$ cat src/hdl/pow_cfg.svh
// Power unit configuration
`ifndef POW_CFG_SVH
`define POW_CFG_SVH

// Datapath widths
`define POW_BASE_W 16           // Signed base operand
`define POW_EXP_W  16           // Unsigned exponent
`define POW_ACC_W  32           // Accumulator and result, wraps modulo 2^32
`define POW_DATA_W 32           // APB data bus
`define POW_ADDR_W 5            // APB byte address

// Register byte offsets
`define POW_REG_BASE   'h00     // Base, R/W
`define POW_REG_EXP    'h04     // Exponent, R/W
`define POW_REG_CTRL   'h08     // Start, clear done, irq enable, W/O
`define POW_REG_STATUS 'h0C     // Busy, done, irq enable, R/O
`define POW_REG_RESULT 'h10     // Last result, R/O

`endif
$ cat src/hdl/pow_pkg.sv
// Power unit shared types
`default_nettype none
`include "pow_cfg.svh"

package pow_pkg;

    // Register block to engine
    typedef struct packed {
        logic                          start;   // One-cycle launch pulse
        logic signed [`POW_BASE_W-1:0] base;    // Two's-complement base
        logic        [`POW_EXP_W-1:0]  exp;     // Exponent, unsigned
    } pow_req_t;

    // Engine to register block
    typedef struct packed {
        logic                  busy;            // Run in progress
        logic                  done;            // One-cycle end pulse
        logic [`POW_ACC_W-1:0] result;          // Valid from done to next start
    } pow_rsp_t;

    // APB master side, bundled at the top level
    typedef struct packed {
        logic                   psel;
        logic                   penable;
        logic                   pwrite;
        logic [`POW_ADDR_W-1:0] paddr;
        logic [`POW_DATA_W-1:0] pwdata;
    } apb_req_t;

    typedef struct packed {
        logic [`POW_DATA_W-1:0] prdata;
        logic                   pready;         // Tied high, no wait states
        logic                   pslverr;
    } apb_rsp_t;

    typedef enum logic [1:0] {IDLE, LOAD, MUL, DONE} pow_state_e;

endpackage

`default_nettype wire

$ cat src/hdl/pow_top.sv
// Power unit top level
`timescale 1ns/10ps
`default_nettype none
`include "pow_cfg.svh"

module pow_top (
    input  wire logic                   clk,
    input  wire logic                   reset,
    input  wire logic                   psel,
    input  wire logic                   penable,
    input  wire logic                   pwrite,
    input  wire logic [`POW_ADDR_W-1:0] paddr,
    input  wire logic [`POW_DATA_W-1:0] pwdata,
    output logic      [`POW_DATA_W-1:0] prdata,
    output logic                        pready,
    output logic                        pslverr,
    output logic                        irq         // Level, done and enabled
);
    import pow_pkg::*;

    apb_req_t apb_req;
    apb_rsp_t apb_rsp;
    pow_req_t pow_req;                              // Registers to engine
    pow_rsp_t pow_rsp;                              // Engine to registers

    // Bundle the APB pins
    assign apb_req = '{psel: psel, penable: penable, pwrite: pwrite,
                       paddr: paddr, pwdata: pwdata};

    assign prdata  = apb_rsp.prdata;
    assign pready  = apb_rsp.pready;
    assign pslverr = apb_rsp.pslverr;

    pow_apb_regs u_regs (
        .clk     (clk),
        .reset   (reset),
        .apb_req (apb_req),
        .apb_rsp (apb_rsp),
        .req     (pow_req),
        .rsp     (pow_rsp),
        .irq     (irq)
    );

    pow_engine u_engine (
        .clk   (clk),
        .reset (reset),
        .req   (pow_req),
        .rsp   (pow_rsp)
    );

endmodule

`default_nettype wire

$ cat src/hdl/pow_apb_regs.sv
// Power unit APB registers
`timescale 1ns/10ps
`default_nettype none
`include "pow_cfg.svh"

module pow_apb_regs (
    input  wire logic              clk,
    input  wire logic              reset,
    input  wire pow_pkg::apb_req_t apb_req,
    output pow_pkg::apb_rsp_t      apb_rsp,
    output pow_pkg::pow_req_t      req,         // To engine
    input  wire pow_pkg::pow_rsp_t rsp,         // From engine
    output logic                   irq          // Done and irq enable
);
    // CTRL bit positions
    localparam int START_BIT = 0;
    localparam int CLR_BIT   = 1;
    localparam int IRQEN_BIT = 2;

    logic                   access;             // APB access phase
    logic                   sel_base;
    logic                   sel_exp;
    logic                   sel_ctrl;
    logic                   sel_status;
    logic                   sel_result;
    logic                   mapped;
    logic                   busy_any;           // Engine busy or start in flight
    logic                   locked;             // Refused write
    logic                   wr_ok;              // Write that takes effect

    logic [`POW_BASE_W-1:0] base_q;
    logic [`POW_EXP_W-1:0]  exp_q;
    logic                   irq_en_q;
    logic                   done_q;             // Sticky done
    logic                   start_q;            // Start pulse to engine
    logic [`POW_ACC_W-1:0]  result_q;

    assign access     = apb_req.psel && apb_req.penable;
    assign sel_base   = (apb_req.paddr == `POW_ADDR_W'(`POW_REG_BASE));
    assign sel_exp    = (apb_req.paddr == `POW_ADDR_W'(`POW_REG_EXP));
    assign sel_ctrl   = (apb_req.paddr == `POW_ADDR_W'(`POW_REG_CTRL));
    assign sel_status = (apb_req.paddr == `POW_ADDR_W'(`POW_REG_STATUS));
    assign sel_result = (apb_req.paddr == `POW_ADDR_W'(`POW_REG_RESULT));
    assign mapped     = sel_base || sel_exp || sel_ctrl || sel_status || sel_result;

    // start_q covers the cycle before the engine raises busy
    assign busy_any = rsp.busy || start_q;
    assign locked   = busy_any && access && apb_req.pwrite &&
                      (sel_base || sel_exp || (sel_ctrl && apb_req.pwdata[START_BIT]));
    assign wr_ok    = access && apb_req.pwrite && mapped && !locked;

    always_ff @(posedge clk or posedge reset) begin
        if (reset) begin
            base_q   <= '0;
            exp_q    <= '0;
            irq_en_q <= 1'b0;
            done_q   <= 1'b0;
            start_q  <= 1'b0;
        end else begin
            start_q <= wr_ok && sel_ctrl && apb_req.pwdata[START_BIT];   // Self-clearing
            if (wr_ok && sel_base) begin
                base_q <= apb_req.pwdata[`POW_BASE_W-1:0];
            end
            if (wr_ok && sel_exp) begin
                exp_q <= apb_req.pwdata[`POW_EXP_W-1:0];
            end
            if (wr_ok && sel_ctrl) begin
                irq_en_q <= apb_req.pwdata[IRQEN_BIT];      // Every CTRL write sets it
            end
            // Set wins over clear, a new start also clears
            if (rsp.done) begin
                done_q <= 1'b1;
            end else if (wr_ok && sel_ctrl &&
                         (apb_req.pwdata[CLR_BIT] || apb_req.pwdata[START_BIT])) begin
                done_q <= 1'b0;
            end
        end
    end

    always_ff @(posedge clk) begin
        if (rsp.done) begin
            result_q <= rsp.result;                 // Capture on done pulse
        end
    end

    // Read mux, zero outside read access
    always_comb begin
        apb_rsp.prdata  = '0;
        apb_rsp.pready  = 1'b1;
        apb_rsp.pslverr = access && (!mapped || locked);
        if (access && !apb_req.pwrite) begin
            if (sel_base) begin
                apb_rsp.prdata = `POW_DATA_W'(base_q);          // Zero-extended
            end else if (sel_exp) begin
                apb_rsp.prdata = `POW_DATA_W'(exp_q);
            end else if (sel_status) begin
                apb_rsp.prdata = `POW_DATA_W'({irq_en_q, done_q, busy_any});
            end else if (sel_result) begin
                apb_rsp.prdata = result_q;
            end
        end
    end

    assign req.start = start_q;
    assign req.base  = base_q;
    assign req.exp   = exp_q;
    assign irq       = done_q && irq_en_q;

    a_pready_high: assert property (@(posedge clk) disable iff (reset)
        apb_rsp.pready);
    a_start_busy: assert property (@(posedge clk) disable iff (reset)
        req.start |=> rsp.busy);

endmodule

`default_nettype wire

$ cat src/hdl/pow_engine.sv
// Power engine
`timescale 1ns/10ps
`default_nettype none
`include "pow_cfg.svh"

module pow_engine (
    input  wire logic              clk,
    input  wire logic              reset,
    input  wire pow_pkg::pow_req_t req,         // Start, base, exponent
    output pow_pkg::pow_rsp_t      rsp          // Busy, done, result
);
    import pow_pkg::*;

    pow_state_e             state;
    logic [`POW_EXP_W-1:0]  remaining;          // Multiplies still to launch
    logic [`POW_BASE_W-1:0] base_q;             // Latched base, signed bits
    logic [`POW_ACC_W-1:0]  acc_q;              // Running power, modulo 2^32

    logic                   mul_start;
    logic                   mul_done;
    logic [`POW_ACC_W-1:0]  mul_product;

    // Launch from LOAD only, multiplier is idle there
    assign mul_start = (state == LOAD) && (remaining != '0);

    seq_multiplier u_mul (
        .clk          (clk),
        .reset        (reset),
        .start        (mul_start),
        .multiplicand (acc_q),                  // Full 32-bit feedback
        .multiplier   (base_q),
        .done         (mul_done),
        .product      (mul_product)
    );

    always_ff @(posedge clk or posedge reset) begin
        if (reset) begin
            state     <= IDLE;
            remaining <= '0;
        end else begin
            case (state)
                IDLE: begin
                    if (req.start) begin
                        state     <= LOAD;
                        remaining <= req.exp;
                    end
                end
                LOAD: begin
                    if (remaining == '0) begin
                        state <= DONE;          // Exponent used up, or zero from start
                    end else begin
                        state <= MUL;           // mul_start issued this cycle
                    end
                end
                MUL: begin
                    if (mul_done) begin
                        state     <= LOAD;
                        remaining <= remaining - 1'b1;
                    end
                end
                DONE: begin
                    state <= IDLE;
                end
                default: begin
                    state <= IDLE;
                end
            endcase
        end
    end

    // Accumulator starts at 1 so exponent 0 yields 1
    always_ff @(posedge clk) begin
        if ((state == IDLE) && req.start) begin
            base_q <= req.base;
            acc_q  <= `POW_ACC_W'(1);
        end else if ((state == MUL) && mul_done) begin
            acc_q <= mul_product;               // Low 32 bits only
        end
    end

    always_comb begin
        rsp.busy   = (state == LOAD) || (state == MUL);   // Low in the done cycle
        rsp.done   = (state == DONE);
        rsp.result = acc_q;
    end

    // A start outside IDLE would be dropped
    a_start_idle: assert property (@(posedge clk) disable iff (reset)
        req.start |-> (state == IDLE));
    a_done_pulse: assert property (@(posedge clk) disable iff (reset)
        rsp.done |=> !rsp.done);
    a_mul_done_in_mul: assert property (@(posedge clk) disable iff (reset)
        mul_done |-> (state == MUL));

endmodule

`default_nettype wire

$ cat src/hdl/seq_multiplier.sv
// Shift-add multiplier
`timescale 1ns/10ps
`default_nettype none
`include "pow_cfg.svh"

module seq_multiplier (
    input  wire logic                   clk,
    input  wire logic                   reset,
    input  wire logic                   start,          // One-cycle launch
    input  wire logic [`POW_ACC_W-1:0]  multiplicand,   // Modulo 2^32 operand
    input  wire logic [`POW_BASE_W-1:0] multiplier,     // Signed 16-bit operand
    output logic                        done,           // 16 cycles after start
    output logic [`POW_ACC_W-1:0]       product         // Low 32 product bits
);
    localparam int               CNT_W    = $clog2(`POW_BASE_W);
    localparam logic [CNT_W-1:0] LAST_BIT = CNT_W'(`POW_BASE_W - 1);

    logic                   running;        // Steps 1 to 15 pending
    logic [CNT_W-1:0]       bit_cnt;        // Multiplier bit handled this cycle
    logic [`POW_ACC_W-1:0]  mcand_q;        // Multiplicand, shifted left each step
    logic [`POW_BASE_W-1:0] mplier_q;       // Multiplier, shifted right each step
    logic [`POW_ACC_W-1:0]  acc_q;          // Partial product

    logic [`POW_ACC_W-1:0]  step_acc;
    logic [`POW_ACC_W-1:0]  step_mcand;
    logic [`POW_BASE_W-1:0] step_mplier;
    logic                   step_sign;      // Sign bit step
    logic [`POW_ACC_W-1:0]  step_sum;

    // Bit 0 is handled in the start cycle itself so done lands on cycle 16
    always_comb begin
        step_acc    = start ? '0 : acc_q;
        step_mcand  = start ? multiplicand : mcand_q;
        step_mplier = start ? multiplier : mplier_q;
        // Multiplier MSB weighs -2^15 in two's complement
        step_sign   = !start && (bit_cnt == LAST_BIT);
        if (!step_mplier[0]) begin
            step_sum = step_acc;
        end else if (step_sign) begin
            step_sum = step_acc - step_mcand;
        end else begin
            step_sum = step_acc + step_mcand;
        end
    end

    always_ff @(posedge clk or posedge reset) begin
        if (reset) begin
            running <= 1'b0;
            bit_cnt <= '0;
            done    <= 1'b0;
        end else begin
            done <= 1'b0;                               // Pulse only
            if (start) begin
                running <= 1'b1;
                bit_cnt <= CNT_W'(1);                   // Bit 0 already taken
            end else if (running) begin
                bit_cnt <= bit_cnt + 1'b1;              // Wraps back to 0 at the end
                if (bit_cnt == LAST_BIT) begin
                    running <= 1'b0;
                    done    <= 1'b1;
                end
            end
        end
    end

    // Operand and partial product path
    always_ff @(posedge clk) begin
        if (start || running) begin
            acc_q    <= step_sum;
            mcand_q  <= step_mcand << 1;
            mplier_q <= step_mplier >> 1;
        end
    end

    assign product = acc_q;                             // Held until next start

    a_no_restart: assert property (@(posedge clk) disable iff (reset)
        start |-> !running);
    a_fixed_latency: assert property (@(posedge clk) disable iff (reset)
        start |-> ##(`POW_BASE_W) done);

endmodule

`default_nettype wire

$ cat config.mk
export PLATFORM = sky130hd
export DESIGN_NAME = pow_top
export DESIGN_NICKNAME = d
export VERILOG_FILES = /design/src/hdl/pow_pkg.sv /design/src/hdl/pow_top.sv /design/src/hdl/pow_apb_regs.sv /design/src/hdl/pow_engine.sv /design/src/hdl/seq_multiplier.sv
export VERILOG_INCLUDE_DIRS = /design/src /design/src/hdl
export SDC_FILE = /design/constraint.sdc
export NUM_CORES = 1
export LEC_CHECK = 0
export ABC_AREA = 1
export BUFFER_PORTS_ARGS = -buffer_cell sky130_fd_sc_hd__buf_4
export CAP_MARGIN = 10
export CORE_MARGIN = 10
export CORE_UTILIZATION = 55
export CTS_CLUSTER_SIZE = 14
export DETAILED_ROUTE_END_ITERATION = 10
export HOLD_SLACK_MARGIN = 0.1
export PLACE_DENSITY = 0.73
export SLEW_MARGIN = 25
export SYNTH_ARGS = -nofsm -noshare
export SYNTH_HDL_FRONTEND = slang
export SYNTH_HIERARCHICAL = 1
export SYNTH_SLANG_ARGS = --single-unit
$ cat constraint.sdc
create_clock -name clk -period 6.9 [get_ports clk]
set_input_delay 2.07 -clock clk [delete_from_list [all_inputs] [get_ports clk]]
set_output_delay 2.07 -clock clk [all_outputs]
set_load 0.01 [all_outputs]
# Word level (Yosys, flattened, before mapping)
# Cells that the tools add are included.
# Widths: inputs -> output; s select.
# word_totals
in_bits	42
ramBits	0
mem_bits_ro	0
ff_bits	217
output_inout_bits	35
wordCells	101
latchBits	0
memories	0
# classes
n_bitwise	0
n_mul	0
addsub	4
order_cmp	0
shifts	0
n_mux	27
eq_ne	10
div	0
n_reduce_logical	43
# op_table
cell	n
$mux 32	9
$add 32x32->32	1
$mux 16	2
$pmux 16 s2	1
$sub 32x32->32	1
$logic_and 1x1->1	20
$logic_not 16->1	1
$reduce_bool 16->1	1
$sub 16x1->16 const B	1
$mux 15	1
$eq 5x4->1 const B	2
$logic_or 1x1->1	10
$mux 1	9
$mux 4	2
$pmux 2 s4	1
$reduce_bool 2->1	3
$eq 5x3->1 const B	1
$eq 5x5->1 const B	1
$logic_not 5->1	1
$add 4x1->4 const B	1
$eq 2x2->1 const B	2
$eq 4x4->1 const B	1
$logic_not 1->1	4
$mux 2	2
other kinds (5)	6

# Depth between registers and ports, before layout
# depth
word_depth	12
mapped_depth	36
depth_no_buf	34

# By module
# The synthesis kept the hierarchy.
# by_module_without_submodules
module	seq_area_each_um2	area_each_um2	cells_per_inst	n_inst
seq_multiplier	2492.4	6641.4	925	1
pow_apb_regs	1836.8	3254.4	317	1
pow_engine	1571.5	2929.1	371	1

# Worst setup path before layout
# Ideal clock, no wire load.
# synth_path
path_type	input -> output
start	in paddr[3]
end	out prdata[11]
path_buffers	1
slack_ns	1.793
arrival_time_ns	3.037
required_time_ns	4.830
path_stages	6
path_cell_list	nor2_1 > nand2_2 > nor2_4 > buf_2 > nand2_1 > a31oi_1
# synth_via
elab_chain_cells	6
# synth_lines
element	line_no	text
from (decl)	pow_top.sv:12	input wire logic [`POW_ADDR_W-1:0] paddr,
$eq 5x5->1	pow_apb_regs.sv:43	assign sel_result = (apb_req.paddr == `POW_ADDR_W'(`POW_REG_RESULT));
$mux 32	pow_apb_regs.sv:98	end else if (sel_result) begin
$mux 32	pow_apb_regs.sv:96	end else if (sel_status) begin
$mux 32	pow_apb_regs.sv:94	end else if (sel_exp) begin
$mux 32 *	pow_apb_regs.sv:92	if (sel_base) begin
$mux 32 *	pow_apb_regs.sv:91	if (access && !apb_req.pwrite) begin
to (decl)	pow_top.sv:14	output logic [`POW_DATA_W-1:0] prdata,
# Mark *: on every way between the ends. The rest lies on a longest branch, timed or not.

# Worst setup path after layout
# layout_path
start	in paddr[3]
end	out prdata[16]
# The elaborated chain is that of the path after synthesis.

==> metrics.txt <==
# TYPE chip_impl_metric gauge
chip_impl_metric{name="grt_max_degree",unit=""} 63
chip_impl_metric{name="postCtsSetupBuffers",unit=""} 0
chip_impl_metric{name="first_pass_iters",unit=""} 5
chip_impl_metric{name="fin_area",unit="sq um"} 14260
chip_impl_metric{name="postCtsResizedCells",unit=""} 0
chip_impl_metric{name="timing_worst_slew_pin_value",unit="ns"} 0.7634
chip_impl_metric{name="cts_hold_buf",unit=""} 0
chip_impl_info{name="hp-class",value="reg -> reg"} 1
chip_impl_metric{name="drv_slew",unit=""} 0
chip_impl_metric{name="antenna-diode-count",unit=""} 0
chip_impl_metric{name="placement_rows",unit=""} 55
chip_impl_metric{name="timing_hold_violations_final",unit=""} 0
chip_impl_metric{name="core_region_area",unit="sq um"} 22780
chip_impl_metric{name="maxCapViolations",unit=""} 0
chip_impl_metric{name="dr_total_vias",unit=""} 10780
chip_impl_metric{name="grt_pass1_wl",unit="mm"} 54.06
chip_impl_metric{name="clock_path_buffers",unit=""} 3
chip_impl_metric{name="share_of_flip_flops_with_an_asynchronous_set_or_reset_after_synthesis",unit=""} 0.2719
chip_impl_info{name="critical_path.reg2reg.startpoint",value="u_engine/remaining[0]"} 1
chip_impl_metric{name="clk-insertion-delay-late",unit="ns"} 0.52
chip_impl_metric{name="drive_gt1_frac",unit=""} 0.1475
chip_impl_metric{name="critical_path_peak_fanout",unit=""} 17
chip_impl_info{name="yosys_most_used_dff",value="edfxtp_1"} 1
chip_impl_metric{name="die-width",unit="um"} 172.7
chip_impl_info{name="rsz0062_at_grt",value="no"} 1
chip_impl_metric{name="finalSetupViolCount",unit=""} 0
chip_impl_metric{name="yosysWarnings",unit=""} 6
chip_impl_info{name="cts_tree",value="yes"} 1
chip_impl_metric{name="fin_crit_sh",unit=""} 0.8015
chip_impl_metric{name="mappedNetlistArea",unit="sq um"} 12820
chip_impl_info{name="cp-end-kind",value="output pin"} 1
chip_impl_metric{name="cts_max_level",unit=""} 1
chip_impl_metric{name="floorplan.die_area",unit="sq um"} 29830
chip_impl_info{name="run_status",value="completed"} 1
chip_impl_metric{name="route.antenna.remaining_nets",unit=""} 0
chip_impl_metric{name="ir_worst_vdd",unit="mV"} 0.2854
chip_impl_metric{name="number_of_flops_mapped_to_enable_cells_by_yosys",unit=""} 126
chip_impl_info{name="cp_slowest_cell",value="nor2_4"} 1
chip_impl_metric{name="number_of_clock_buffers_inserted_by_tritoncts",unit=""} 24
chip_impl_metric{name="post_drt_via_cell_ratio",unit=""} 5.424
chip_impl_metric{name="setup_total_negative_slack",unit="ns"} 0
chip_impl_metric{name="final_weighted_congestion_of_routability_driven_global_placement",unit=""} 0.9494
chip_impl_metric{name="numPortBuffers",unit=""} 59
chip_impl_metric{name="hpwl",unit="mm"} 23.95
chip_impl_metric{name="synth_fp_nets",unit=""} 1693
chip_impl_metric{name="antenna_found_initial",unit=""} 0
chip_impl_metric{name="max_stage_delay",unit="ns"} 0.37
chip_impl_info{name="worstPathCellList",value="buf_4, nor2_1, nand2_2, nor2_4, inv_2, nor2_1, buf_4"} 1
chip_impl_metric{name="yosys.cell_types.count",unit=""} 53
chip_impl_metric{name="ioPinCount",unit=""} 77
chip_impl_metric{name="final_util",unit=""} 0.6261
chip_impl_metric{name="final.setup_skew",unit="ns"} 0.01874
chip_impl_metric{name="global_route.overflow_total",unit=""} 0
chip_impl_metric{name="global_route_usage_over_all_layers",unit=""} 0.2180
chip_impl_metric{name="netlist_instances",unit=""} 1613
chip_impl_info{name="critical_path.reg2reg.endpoint",value="u_engine/u_mul/product[30]"} 1
chip_impl_metric{name="floorplan.initialDensity",unit=""} 0.5630
chip_impl_metric{name="clkSinkCount",unit=""} 217
chip_impl_metric{name="hold-path-cell-count",unit=""} 1
chip_impl_info{name="critical_path.top_delay_family",value="simple AND/OR/NAND/NOR gates"} 1
chip_impl_info{name="setup.worst_path.start_class",value="primary input"} 1
chip_impl_metric{name="power.leakage",unit="uW"} 0.006622
chip_impl_metric{name="areaGrowthSynthToFinish",unit="%"} 11.20
chip_impl_metric{name="synth_seq_cells",unit=""} 217
chip_impl_metric{name="mean_post_synth_cell_area",unit="sq um"} 7.951
chip_impl_metric{name="num-nets-final",unit=""} 1737
chip_impl_info{name="worstHoldStart",value="u_engine/u_mul/bit_cnt[3]"} 1
chip_impl_metric{name="drt_wl_total",unit="mm"} 33.78
chip_impl_metric{name="clock.fmax",unit="MHz"} 180.8
chip_impl_info{name="cts-root-buf",value="clkbuf_16"} 1
chip_impl_metric{name="power.total",unit="uW"} 7854
chip_impl_info{name="whs_endpoint",value="u_engine/u_mul/bit_cnt[3]"} 1
chip_impl_metric{name="max-slew-margin-rel",unit=""} 0.4905
chip_impl_metric{name="worstPathArrival",unit="ns"} 3.46
chip_impl_metric{name="drt_iter0_drc",unit=""} 1147
chip_impl_metric{name="rrSetupSlack",unit="ns"} 1.59
chip_impl_metric{name="final_period_minus_worst_setup_slack",unit="ns"} 5.530
chip_impl_metric{name="drc",unit=""} 0
chip_impl_info{name="timing_worst_setup_path_type",value="in -> out"} 1
chip_impl_metric{name="timing.reg2reg.worst_path_depth",unit=""} 26
chip_impl_metric{name="p_per_area",unit="nW/um^2"} 550.8
chip_impl_metric{name="ys_seq_area_frac",unit=""} 0.4601
chip_impl_metric{name="clk_transition_reported_paths",unit="ns"} 0.06
chip_impl_metric{name="dieHeight",unit="um"} 172.7
chip_impl_metric{name="timing.critical_path.buf_inv",unit=""} 3
chip_impl_metric{name="first_global_vias",unit=""} 10170
chip_impl_metric{name="crit_path_required_time",unit="ns"} 4.83
chip_impl_metric{name="avgRoutedWirePerCell",unit="um"} 16.99
chip_impl_metric{name="placement.cell_area",unit="sq um"} 13410
==> cell usage after synthesis (5+ instances only) <==
cell type | count | share of area
a21oi_1 | 58 | 0.023
a31oi_1 | 16 | 0.0078
buf_2 | 13 | 0.0051
buf_6 | 11 | 0.0097
clkbuf_1 | 17 | 0.0050
dfrtp_1 | 59 | 0.12
dfxtp_1 | 32 | 0.050
edfxtp_1 | 126 | 0.30
ha_1 | 37 | 0.036
inv_1 | 166 | 0.049
inv_2 | 5 | 0.0015
nand2_1 | 465 | 0.14
nand2_2 | 46 | 0.022
nand2_4 | 5 | 0.0044
nand3_1 | 62 | 0.024
nand4_1 | 11 | 0.0054
nor2_1 | 216 | 0.063
nor2_2 | 10 | 0.0049
nor2_4 | 7 | 0.0061
nor3_1 | 16 | 0.0062
nor4_1 | 5 | 0.0024
o21ai_0 | 89 | 0.035
o21ai_1 | 7 | 0.0027
o21ai_2 | 35 | 0.024
o21bai_1 | 9 | 0.0053
or2_2 | 13 | 0.0063
xnor2_1 | 12 | 0.0082
xor2_1 | 21 | 0.014
==> cell usage in the layout, fill, tap and decap left out, types with 25 or more instances in the layout <==
master / count
edfxtp_1: 126
nand3_1: 62
buf_4: 68
nand2_2: 46
dfrtp_1: 59
ha_1: 37
nor2_1: 216
dfxtp_1: 32
a21oi_1: 58
o21ai_0: 89
clkbuf_16: 25
inv_1: 163
o21ai_2: 35
nand2_1: 465
==> sequential cells by signal (all words and copies together) (netlist names), named ones only <==
name and cells:
u_regs/result_q 32, u_regs/done_q 1, u_engine/state 2, u_engine/u_mul/running 1
u_regs/start_q 1, u_engine/u_mul/mplier_q 15, u_engine/base_q 16, u_engine/u_mul/product 31
u_engine/u_mul/done 1, u_regs/base_q 16, u_engine/u_mul/bit_cnt 4, u_engine/u_mul/mcand_q 31
u_engine/remaining 16, u_engine/acc_q 32, u_regs/exp_q 16, u_regs/irq_en_q 1
==> through the flow <==
| stage | hold WS (ns) | cells | setup slack [ns] |
|---|---|---|---|
| 3_3_place_gp | 0.4335 | 1944 | 1.398 |
| 3_5_place_dp | 0.4481 | 1944 | 1.387 |
| 4_1_cts | 0.4629 | 1988 | 1.385 |
| 2_1_floorplan | 0.4233 | 1613 | 1.793 |
| 6_report | 0.4628 | 1988 | 1.370 |
| 5_1_grt | 0.4707 | 1988 | 1.177 |
==> worst max path at each step <==
| stage | start | slack, ns | cells past startpoint | endpoint |
|---|---|---|---|---|
| after CTS | paddr[3] | 1.38 | 7 | prdata[16] |
| after global placement | psel | 1.40 | 6 | prdata[3] |
| after global routing | u_engine/remaining[0] | 1.18 | 32 | u_engine/u_mul/product[31] |
| after detailed placement | paddr[1] | 1.39 | 7 | prdata[16] |
| final | paddr[3] | 1.37 | 7 | prdata[16] |
| after floorplan | paddr[3] | 1.79 | 6 | prdata[11] |
==> logic make-up after synthesis <==
| logic type | synth area share |
|---|---|
| adder cells (fa/ha/maj) | 0.03766 |
| flip-flops | 0.4601 |
| AO/OA/AOI/OAI | 0.1066 |
| AND/OR/NAND/NOR | 0.2968 |
| XOR/XNOR | 0.02254 |
| buffers and inverters | 0.07600 |
| other | 0.0002924 |
==> per-layer routing <==
metal / up-vias / global-route usage / part of all wire
met4: 0 / 0.05821 / 0.022
met5: - / 0 / 0
met1: 5095 / 0.3094 / 0.47
met3: 49 / 0.02135 / 0.050
met2: 326 / 0.3489 / 0.46
li1: 5313 / - / -
==> worst register-to-register path, cell delays in order (launching register included) <==
cell and delay (ns):
dfrtp_1 0.39, inv_1 0.10, ha_1 0.28, nand2_1 0.10, nor2_2 0.18, nand3_1 0.09, o21bai_1 0.20, inv_2 0.24
inv_6 0.48, nand2_2 0.15, nand2_4 0.11, nand3_2 0.12, nor2_4 0.19, nand3_2 0.12, nor3_2 0.22, nand2_1 0.08
nand2_1 0.13, xor2_1 0.28, ha_1 0.35, a21oi_1 0.29, o21ai_0 0.19, a21oi_1 0.24, nor2_1 0.08, nor2_1 0.16
nand3_1 0.09, nand3_1 0.11, nand2_1 0.06
==> final cells by class <==
cell class              count  area (sq um)
clock buffers              29         660.6
clock inverters            15         188.9
fillers                  2021          8517
inverters                 173         659.4
multi-input cells        1173          5949
flip-flops and latches    217          5901
well taps                 313         391.6
repair buffers             68         510.5
==> where the power goes <==
| group | total, uW | switching (uW) | leakage (uW) | internal, uW |
|---|---|---|---|---|
| logic | 4430 | 2970 | 0.00381 | 1470 |
| registers | 2050 | 194 | 0.00240 | 1860 |
| clock network | 1370 | 536 | 0.000413 | 835 |
No activity file was read; power rests on OpenSTA's default activity.
